## src/design/mini_mcu_pkg.sv

```systemverilog
/*
  shared definitions for the mini MCU subsystem
  bus widths, memory map and register offsets, pass code,
  decoded slave enum and arbiter state enum
*/
`default_nettype none

package mini_mcu_pkg;

  localparam int ADDR_W = 32;
  localparam int DATA_W = 32;
  localparam int SEL_W  = 4;

  // memory map
  localparam logic [ADDR_W-1:0] RAM_BASE    = 32'h0000_0000;
  localparam logic [ADDR_W-1:0] TIMER_BASE  = 32'h1500_0000;
  localparam logic [ADDR_W-1:0] EXIT_BASE   = 32'h2000_0000;
  // timer and exit windows hold two words each
  localparam logic [ADDR_W-1:0] PERIPH_SPAN = 32'h0000_0008;

  // register offsets inside a peripheral window
  localparam logic [2:0] TMR_COUNT_OFF   = 3'h0;
  localparam logic [2:0] TMR_CMP_OFF     = 3'h4;
  localparam logic [2:0] EXIT_STATUS_OFF = 3'h0;
  localparam logic [2:0] EXIT_VALUE_OFF  = 3'h4;

  // anything else written to the status register means fail
  localparam logic [DATA_W-1:0] TEST_PASS_CODE = 32'd123456789;

  typedef enum logic [1:0] {
    SLAVE_RAM,
    SLAVE_TIMER,
    SLAVE_EXIT,
    SLAVE_NONE
  } slave_sel_e;

  typedef enum logic [1:0] {
    ARB_IDLE,
    ARB_CORE,
    ARB_DEBUG
  } arb_state_e;

endpackage

`default_nettype wire

```

## src/design/timer_irq.sv

```systemverilog
/*
  free-running 32-bit timer with a compare register
  level interrupt on a nonzero compare match, cleared by a compare write
*/
`timescale 1ns/1ps
`default_nettype none

module timer_irq (
  input  logic                             clk_i,
  input  logic                             reset_i,
  input  logic                             stb_i,
  input  logic                             we_i,
  input  logic [mini_mcu_pkg::ADDR_W-1:0]  adr_i,
  input  logic [mini_mcu_pkg::DATA_W-1:0]  dat_i,
  output logic [mini_mcu_pkg::DATA_W-1:0]  dat_o,
  output logic                             ack_o,
  output logic                             timer_irq_o
);

  import mini_mcu_pkg::*;

  logic [DATA_W-1:0] count_q;
  logic [DATA_W-1:0] cmp_q;
  logic              ack_q;
  logic              irq_q;
  logic              access;
  logic              cmp_wr;

  assign access = stb_i && !ack_q;
  assign cmp_wr = access && we_i && (adr_i[2:0] == TMR_CMP_OFF);

  always_ff @(posedge clk_i) begin
    if (reset_i) begin
      count_q <= '0;
      cmp_q   <= '0;
      ack_q   <= 1'b0;
      irq_q   <= 1'b0;
    end else begin
      count_q <= count_q + DATA_W'(1);
      ack_q   <= access;
      if (cmp_wr) begin
        cmp_q <= dat_i;
        irq_q <= 1'b0;
      end else if (cmp_q != '0 && count_q == cmp_q) begin
        // zero compare means disarmed
        irq_q <= 1'b1;
      end
    end
  end

  // counter is read-only, writes to it are dropped
  always_ff @(posedge clk_i) begin
    if (access) begin
      case (adr_i[2:0])
        TMR_COUNT_OFF: dat_o <= count_q;
        TMR_CMP_OFF:   dat_o <= cmp_q;
        default:       dat_o <= '0;
      endcase
    end
  end

  assign ack_o       = ack_q;
  assign timer_irq_o = irq_q;

endmodule

`default_nettype wire

```

## config.mk

```make
export PLATFORM = sky130hd
export DESIGN_NAME = timer_irq
export DESIGN_NICKNAME = d
export VERILOG_FILES = /design/src/design/mini_mcu_pkg.sv /design/src/design/timer_irq.sv
export SDC_FILE = /design/constraint.sdc
export NUM_CORES = 1
export LEC_CHECK = 0
export ABC_AREA = 1
export BUFFER_PORTS_ARGS = -buffer_cell sky130_fd_sc_hd__buf_2
export CAP_MARGIN = 25
export CORE_MARGIN = 10
export CORE_UTILIZATION = 54
export DETAILED_ROUTE_END_ITERATION = 10
export PLACE_DENSITY = 0.79
export SETUP_SLACK_MARGIN = 0.05
export SKIP_CTS_REPAIR_TIMING = 1
export SYNTH_ARGS = -nofsm -noshare
export SYNTH_HDL_FRONTEND = slang
export SYNTH_SLANG_ARGS = --single-unit
```

## constraint.sdc

```tcl
create_clock -name clk_i -period 2.85 [get_ports clk_i]
set_input_delay 0 -clock clk_i [delete_from_list [all_inputs] [get_ports clk_i]]
set_output_delay 0 -clock clk_i [all_outputs]
set_load 0.05 [all_outputs]
```

---- After elaboration in Yosys (flattened, before gate mapping) ----
Index checks and enable logic that the tools add are counted.
cells by class
  multiplexer cells ....................... 1
  $add $sub $neg .......................... 1
  equality and inequality tests ........... 2
  reductions and logical operators ........ 8
operators by type and width
  operator               number
  $pmux 32 s2            1
  $add 32x1->32 const B  1
  $eq 32x32->1           1
  $reduce_bool 32->1     1
  $logic_and 1x1->1      4
  $eq 3x3->1 const B     1
  $logic_not 3->1        1
  $reduce_or 2->1        1
  $logic_not 1->1        1
word-level totals
  output and inout port bits .............. 34
  bits in registers ....................... 98

---- Logic depth before layout (Yosys ltp) ----
Gate-level depths: netlist of the first run.
  depth after elaboration ................. 5
  mapped depth ............................ 10
  depth with buffers taken out ............ 10

---- Worst setup path before layout of the first run ----
Ideal clock, no wire load.
  path kind ............................... reg2reg
  start point ............................. register ack_q, in the netlist ack_o
  end point ............................... register cmp_q[10]
  cell stages (with the launch flop) ...... 7
  arrival time ............................ 2.734 ns
  buffers on the path ..................... 2
  clock period less this slack ............ 2.863 ns
  slack ................................... -0.013 ns
  cell sequence ........................... dfxtp_1 nor2_1 nand3_1 buf_2 clkbuf_1 o21ai_0 a21oi_1
between the ends
  word-level cells in the longest chain between the ends .. 4
RTL lines
  element                         RTL line         text
  from (decl)                     timer_irq.sv:24  logic ack_q;
  from (signal assigned)          timer_irq.sv:40  ack_q <= access;
  $logic_not 1->1                 timer_irq.sv:29  assign access = stb_i && !ack_q;
  $logic_and 1x1->1               timer_irq.sv:29
  via access                      timer_irq.sv:26  logic access;
  $logic_and 1x1->1 (2 in a row)  timer_irq.sv:30  assign cmp_wr = access && we_i && (adr_i[2:0] == TMR_CMP_OFF);
  to (signal assigned)            timer_irq.sv:42  cmp_q <= dat_i;
  to (decl)                       timer_irq.sv:23  logic [DATA_W-1:0] cmp_q;
The timed path passes the listed nets, and every way through them passes these cells.
A chain may end at the register's enable or synchronous reset.

---- Worst setup path after layout of the first run ----
  start point ............................. register count_q[0]
  end point ............................... register count_q[18]
between the ends
  word-level cells in the longest chain between the ends .. 1
RTL lines
  element                 RTL line         text
  from (decl)             timer_irq.sv:22  logic [DATA_W-1:0] count_q;
  from (signal assigned)  timer_irq.sv:39  count_q <= count_q + DATA_W'(1);
  $add 32x1->32           timer_irq.sv:39
Every way passes these cells.

==> results of run 1 <==
-- worst register-to-register path, cell delays in order, from the launching register on --
cell,delay (ns)
dfxtp_1,0.43
ha_1,0.24
nand2_2,0.11
nor2_4,0.13
inv_2,0.07
nor2_4,0.16
nand2_4,0.09
nor2_4,0.13
nand2_1,0.10
o21ai_1,0.13
a21oi_1,0.06
-- state kept, by name (all words and copies together) (netlist names) --
register / cells
ack_o: 1
cmp_q: 32
count_q: 32
dat_o: 32
timer_irq_o: 1
-- stage by stage --
step                utilization [%]  hold slack, ns  power (mW)  instances
CTS                            64.4          -0.120        2.80        769
detailed placement             61.6           0.256        1.80        753
global placement               61.6           0.249        1.80        753
floorplan                         -           0.152        1.72        593
global route                   68.4          0.0145        2.93        802
finish                         68.4         -0.0496        2.84        802
-- area by class of cell --
cell class / instances / area share [%]
clock buffers: 11 / 2.49
clock inverters: 5 / 1.50
inverters: 79 / 5.22
multi-input cells: 395 / 35.5
flip-flops and latches: 98 / 40.2
well taps: 105 / 2.31
repair buffers: 109 / 12.8
-- synth_stat cells, types with 2 or more instances --
cell type | instances | area, um^2
o21ai_1 | 7 | 35.0
inv_2 | 3 | 11.3
a21oi_2 | 2 | 17.5
clkbuf_1 | 17 | 63.8
nand2_4 | 2 | 22.5
o21ai_0 | 49 | 245
xnor2_1 | 21 | 184
nor2_4 | 6 | 67.6
nand3_1 | 14 | 70.1
nor3_4 | 2 | 32.5
xor2_1 | 4 | 35.0
nor3_2 | 2 | 20.0
nand2_1 | 124 | 465
nor3_1 | 17 | 85.1
dfxtp_1 | 66 | 1320
nor2_1 | 60 | 225
nand4_1 | 7 | 43.8
inv_1 | 75 | 282
buf_2 | 2 | 10.0
nand2_2 | 4 | 25.0
buf_1 | 2 | 7.51
nand3_2 | 4 | 40.0
edfxtp_1 | 32 | 961
o22ai_1 | 21 | 131
a21oi_1 | 43 | 215
-- worst paths after layout --
| path | startpoint | slack (ns) | to | cells after the start |
|---|---|---|---|---|
| max | count_q[0]$_SDFF_PP0_ | 1.08 | count_q[18]$_SDFF_PP0_ | 10 |
| min | dat_i[12] | -0.05 | cmp_q[12]$_SDFFE_PP0P_ | 3 |
| max reg2reg | count_q[0]$_SDFF_PP0_ | 1.08 | count_q[18]$_SDFF_PP0_ | 10 |
| min reg2reg | timer_irq_o$_SDFFE_PP0P_ | 0.46 | timer_irq_o$_SDFFE_PP0P_ | 2 |
-- metal layers --
metal	up-vias	GRT usage, %
met2	145	30.3
met3	15	4.01
met4	0	5.58
li1	2132	-
met1	1991	26.0
met5	-	0
-- logic make-up (layout without fill, tap and decap cells) --
| kind of cell | count (synthesis) | count (layout) |
|---|---|---|
| buf+inv | 100 | 204 |
| xor+xnor | 25 | 25 |
| flops | 98 | 98 |
| fa+ha+maj | 1 | 1 |
| simple gates | 246 | 246 |
| compound gates | 123 | 123 |
-- power by group --
group          switching [mW]  internal, mW
Combinational           0.208         0.106
Clock                   0.501         0.524
Sequential             0.0206          1.48
==> results.json, run 1 <==
{
  "outcome": "complete, but fails checks",
  "violations": "negative hold slack",
  "final-seq-area_um2": 2280,
  "grt_max_degree": 48,
  "finalHoldViolCount": 1,
  "synth_edf_count": 32,
  "fillers": 702,
  "wl_met3_um": 966,
  "drive_gt1_share_pct": 17.1,
  "final_common_cell": "nand2_1",
  "io_pins": 102,
  "synth.distinct_cells": 32,
  "hold_slack_ns": -0.0496,
  "power.leakage_nw": 2.29,
  "synth-adder-area-share_pct": 0.268,
  "slew-limit-headroom_pct": 66.9,
  "slowest_delay_ns": 0.43,
  "rows": 33,
  "design_area_um2": 5680,
  "synthMuxAreaShare_pct": 0,
  "layout_min_cycle_time_ns": 1.77,
  "num_antenna_cells": 0,
  "setup_slack_ns": 1.08,
  "synthSimpleGateAreaFrac_pct": 24.1,
  "wirelength_um": 12900,
  "path_cells": "ha_1, nand2_2, nor2_4, inv_2, nor2_4, nand2_4, nor2_4, nand2_1, o21ai_1, a21oi_1",
  "cp-end-kind": "flip-flop",
  "synth_seq_cells": 98,
  "drt-met1-wl_um": 5790,
  "grt_pass1_vias": 3963,
  "cts_sinks": 98,
  "wl_per_cell_um": 16.1,
  "io_buffers": 72,
  "cp_slowest_cell": "dfxtp_1",
  "cap_violations": 0,
  "yosys_warnings": 0,
  "fmax_mhz": 566,
  "place_ws_ns": 0.896,
  "dr.max_layer_used": "met4",
  "die_w_um": 113,
  "clockBufferDepth": 2,
  "ant_nets": 0,
  "clk_latency_ns": 0.36,
  "multiInputGateArea_um2": 2020,
  "viasPerCell": 5.34,
  "tightest_slew_ns": 0.495,
  "synth_top_family_by_area": "simple AND/OR/NAND/NOR gates",
  "cp-start-kind": "flip-flop",
  "syn2layout_area_growth_pct": 21.6,
  "initial_utilization_pct": 56.2,
  "clock_skew_ns": 0.0118,
  "ir_worst_vdd_v": 0.000247,
  "setup_viol": 0,
  "die-area_um2": 12800,
  "path_buf_inv": 1,
  "cts_buffers": 9,
  "cts_tree": "yes",
  "drcViolationCount": 0,
  "drt_pass1_iterations": 5,
  "grt_remaining_overflow": 0,
  "crit_arrival_ns": 2.01,
  "slew_viol_final": 0,
  "dr_total_vias": 4283,
  "postSynthCellCount": 593,
  "synthFlopType": "dfxtp_1",
  "period_share_pct": 62.0,
  "wl_met2_um": 5980,
  "yosysSeqAreaShare_pct": 48.9,
  "postPlaceCellArea_um2": 5120,
  "grt.total_usage_pct": 19.2,
  "drt_iter0_markers": 280,
  "crit_family": "simple AND/OR/NAND/NOR gates",
  "htree_levels": 3,
  "yosys.area_share.xor_xnor_pct": 4.69,
  "rsz0062_at_grt": "no",
  "root_buffer": "clkbuf_8",
  "avgSynthCellArea_um2": 7.87,
  "synth.cell_area_um2": 4670,
  "final_cell_mix": "nand2_1, inv_1, buf_2",
  "crit_required_ns": 3.09,
  "dp_hpwl_um": 9320,
  "clk_pin_slew_ns": 0.10,
  "gp_congestion": 0.936,
  "die_y_um": 113,
  "min_path_type": "input pin to flip-flop",
  "finalSetupTns_ns": 0,
  "async_flop_share_pct": 0,
  "cp_common_cell": "nor2_4",
  "synth_compound_area_share_pct": 14.0,
  "path_class": "flip-flop to flip-flop",
  "fin_nets": 761,
  "syn_nets": 662,
  "worstPathMaxFanout": 5,
  "antenna_found_initial": 0,
  "powerDensity_nw_per_um2": 499,
  "grt_pass1_wl_um": 19900,
  "core_area_um2": 8300
}
Power figures use the tool's default switching activity.
==> inputs of run 2 (changes only) <==
--- a/config.mk
+++ b/config.mk
@@ -9,9 +9,9 @@
 export BUFFER_PORTS_ARGS = -buffer_cell sky130_fd_sc_hd__buf_2
 export CAP_MARGIN = 25
 export CORE_MARGIN = 10
-export CORE_UTILIZATION = 54
+export CORE_UTILIZATION = 49
 export DETAILED_ROUTE_END_ITERATION = 10
-export PLACE_DENSITY = 0.79
+export PLACE_DENSITY = 0.76
 export SETUP_SLACK_MARGIN = 0.05
 export SKIP_CTS_REPAIR_TIMING = 1
 export SYNTH_ARGS = -nofsm -noshare
==> constraint.sdc (replaced) <==
create_clock -name clk_i -period 1.4 [get_ports clk_i]
set_input_delay 0 -clock clk_i [delete_from_list [all_inputs] [get_ports clk_i]]
set_output_delay 0 -clock clk_i [all_outputs]
set_load 0.05 [all_outputs]
==> run 2 against run 1 <==
- the flow finishes with violations (negative hold slack, negative setup slack)
- clock power up 56%
- total power is 88% higher
- register-to-register slack lost 1.1 ns
- combinational power is 120% higher
- non-clock buffer count grew 74
- count of clock-buffer cells in the layout stayed put
- final cell count grew 12%
- critical path depth unchanged
- largest cell class unchanged
- largest power group unchanged
==> results.json, run 2 (same netlist as run 1, synthesis figures left out) <==
{
  "cp_common_cell": "nor2_4",
  "hold_slack_ns": -0.0451,
  "path_cells": "ha_4, nand2_4, nor2_4, inv_2, nor2_4, nand2_4, nor2_4, nand2_2, o21ai_1, a21oi_1",
  "internal-power_mw": 3.88,
  "wl_per_cell_um": 15.5,
  "path_class": "flip-flop to flip-flop",
  "drcViolationCount": 0,
  "period_share_pct": 104,
  "finalSetupTns_ns": -0.223,
  "die_y_um": 118,
  "clockBufferDepth": 2,
  "clockPowerShare_pct": 30.2,
  "outcome": "complete, but fails checks",
  "root_buffer": "clkbuf_8",
  "seqPwrFrac_pct": 56.7,
  "fin_nets": 835,
  "layout_min_cycle_time_ns": 1.45,
  "p_comb_share_pct": 13.1,
  "rows": 35,
  "setup_viol": 10,
  "ant_nets": 0,
  "dp_hpwl_um": 10400,
  "postPlaceCellArea_um2": 5660,
  "gp_congestion": 0.923,
  "power.leakage_nw": 2.70,
  "cts_tree": "yes",
  "cp-start-kind": "flip-flop",
  "met2_usage_pct": 29.4,
  "grt_pass1_vias": 4293,
  "grt.total_usage_pct": 18.7,
  "cp_slowest_cell": "dfxtp_4",
  "die-area_um2": 13800,
  "viasPerCell": 5.06,
  "antenna_found_initial": 1,
  "io_pins": 102,
  "wirelength_um": 13900,
  "gr-usage-met1_pct": 24.5,
  "design_area_um2": 6470,
  "core_area_um2": 9240,
  "die_w_um": 118,
  "cts_buffers": 9,
  "tightest_slew_ns": 0.341,
  "final_cell_mix": "nand2_1, buf_4, buf_2",
  "min_path_type": "input pin to flip-flop",
  "path_buf_inv": 1,
  "clk_latency_ns": 0.37,
  "cap_violations": 0,
  "ir_worst_vdd_v": 0.000448,
  "slew-limit-headroom_pct": 77.0,
  "syn2layout_area_growth_pct": 38.5,
  "powerDensity_nw_per_um2": 826,
  "clock_skew_ns": 0.0103,
  "setup_slack_ns": -0.0530,
  "fmax_mhz": 688,
  "place_ws_ns": -0.0603,
  "busiest_layer": "met2",
  "initial_utilization_pct": 50.5,
  "cts_sinks": 98,
  "drt_iter0_markers": 360,
  "grt_max_degree": 31,
  "crit_required_ns": 1.66,
  "slowest_delay_ns": 0.39,
  "clk_pin_slew_ns": 0.10,
  "dr_total_vias": 4553,
  "grt_pass1_wl_um": 21300,
  "violations": "negative hold slack, negative setup slack",
  "design_power_total_mw": 5.34,
  "crit_arrival_ns": 1.72,
  "cp-end-kind": "flip-flop",
  "switching_power_mw": 1.46,
  "drt_pass1_iterations": 5,
  "crit_family": "simple AND/OR/NAND/NOR gates",
  "final_common_cell": "nand2_1",
  "worstPathMaxFanout": 3,
  "rsz0062_at_grt": "yes",
  "fillers": 763,
  "met3_usage_pct": 4.46,
  "io_buffers": 72,
  "htree_levels": 3,
  "swShare_pct": 27.4,
  "reg_top3": "cmp_q: 32 flops, count_q: 32 flops, dat_o: 32 flops",
  "grt_remaining_overflow": 0,
  "drive_gt1_share_pct": 34.5,
  "slew_viol_final": 0,
  "finalHoldViolCount": 1
}
-- run 2: metal layers --
metal  up-vias  wire (um)
met5         -          0
met1      2093       6280
li1       2285          -
met3        21        879
met2       154       6450
met4         0        314
-- run 2: power groups by stage --
stage | logic, mW | clock network (mW) | registers [mW]
after CTS | 0.616 | 1.62 | 3.04
after global routing | 0.759 | 1.75 | 3.04
after global placement | 0.605 | 0 | 3.11
after detailed placement | 0.614 | 0 | 3.11
after floorplan | 0.223 | 0 | 3.28
final | 0.701 | 1.61 | 3.03
-- run 2: worst paths after layout --
| check | start | endpoint | slack, ns | cells after the start |
|---|---|---|---|---|
| worst max register to register | count_q[1]$_SDFF_PP0_ | count_q[18]$_SDFF_PP0_ | -0.05 | 10 |
| worst min-delay path | dat_i[13] | cmp_q[13]$_SDFFE_PP0P_ | -0.05 | 3 |
| worst min register to register | ack_o$_SDFF_PP0_ | ack_o$_SDFF_PP0_ | 0.45 | 1 |
| worst max-delay path | count_q[1]$_SDFF_PP0_ | count_q[18]$_SDFF_PP0_ | -0.05 | 10 |
-- run 2: layout make-up --
cell class / instances / area (um^2) / share of cell area [%]
Clock inverter: 4 / 30.0 / 0.464
Multi-Input combinational cell: 395 / 2210 / 34.2
Antenna cell: 1 / 2.50 / 0.0387
Sequential cell: 98 / 2350 / 36.3
Clock buffer: 11 / 131 / 2.03
Tap cell: 129 / 161 / 2.50
Inverter: 79 / 297 / 4.59
Timing Repair Buffer: 183 / 1280 / 19.9
-- run 2: per-stage QoR --
stage          std cells  util [%]
2_1_floorplan        593         -
3_3_place_gp         841      61.3
3_5_place_dp         841      61.3
4_1_cts              856      63.0
5_1_grt              900      70.0
6_report             900      70.0
-- run 2: worst min-delay path, cell delays in order --
cell	delay (ns)
buf_2	0.08
o21ai_1	0.07
a21oi_1	0.13
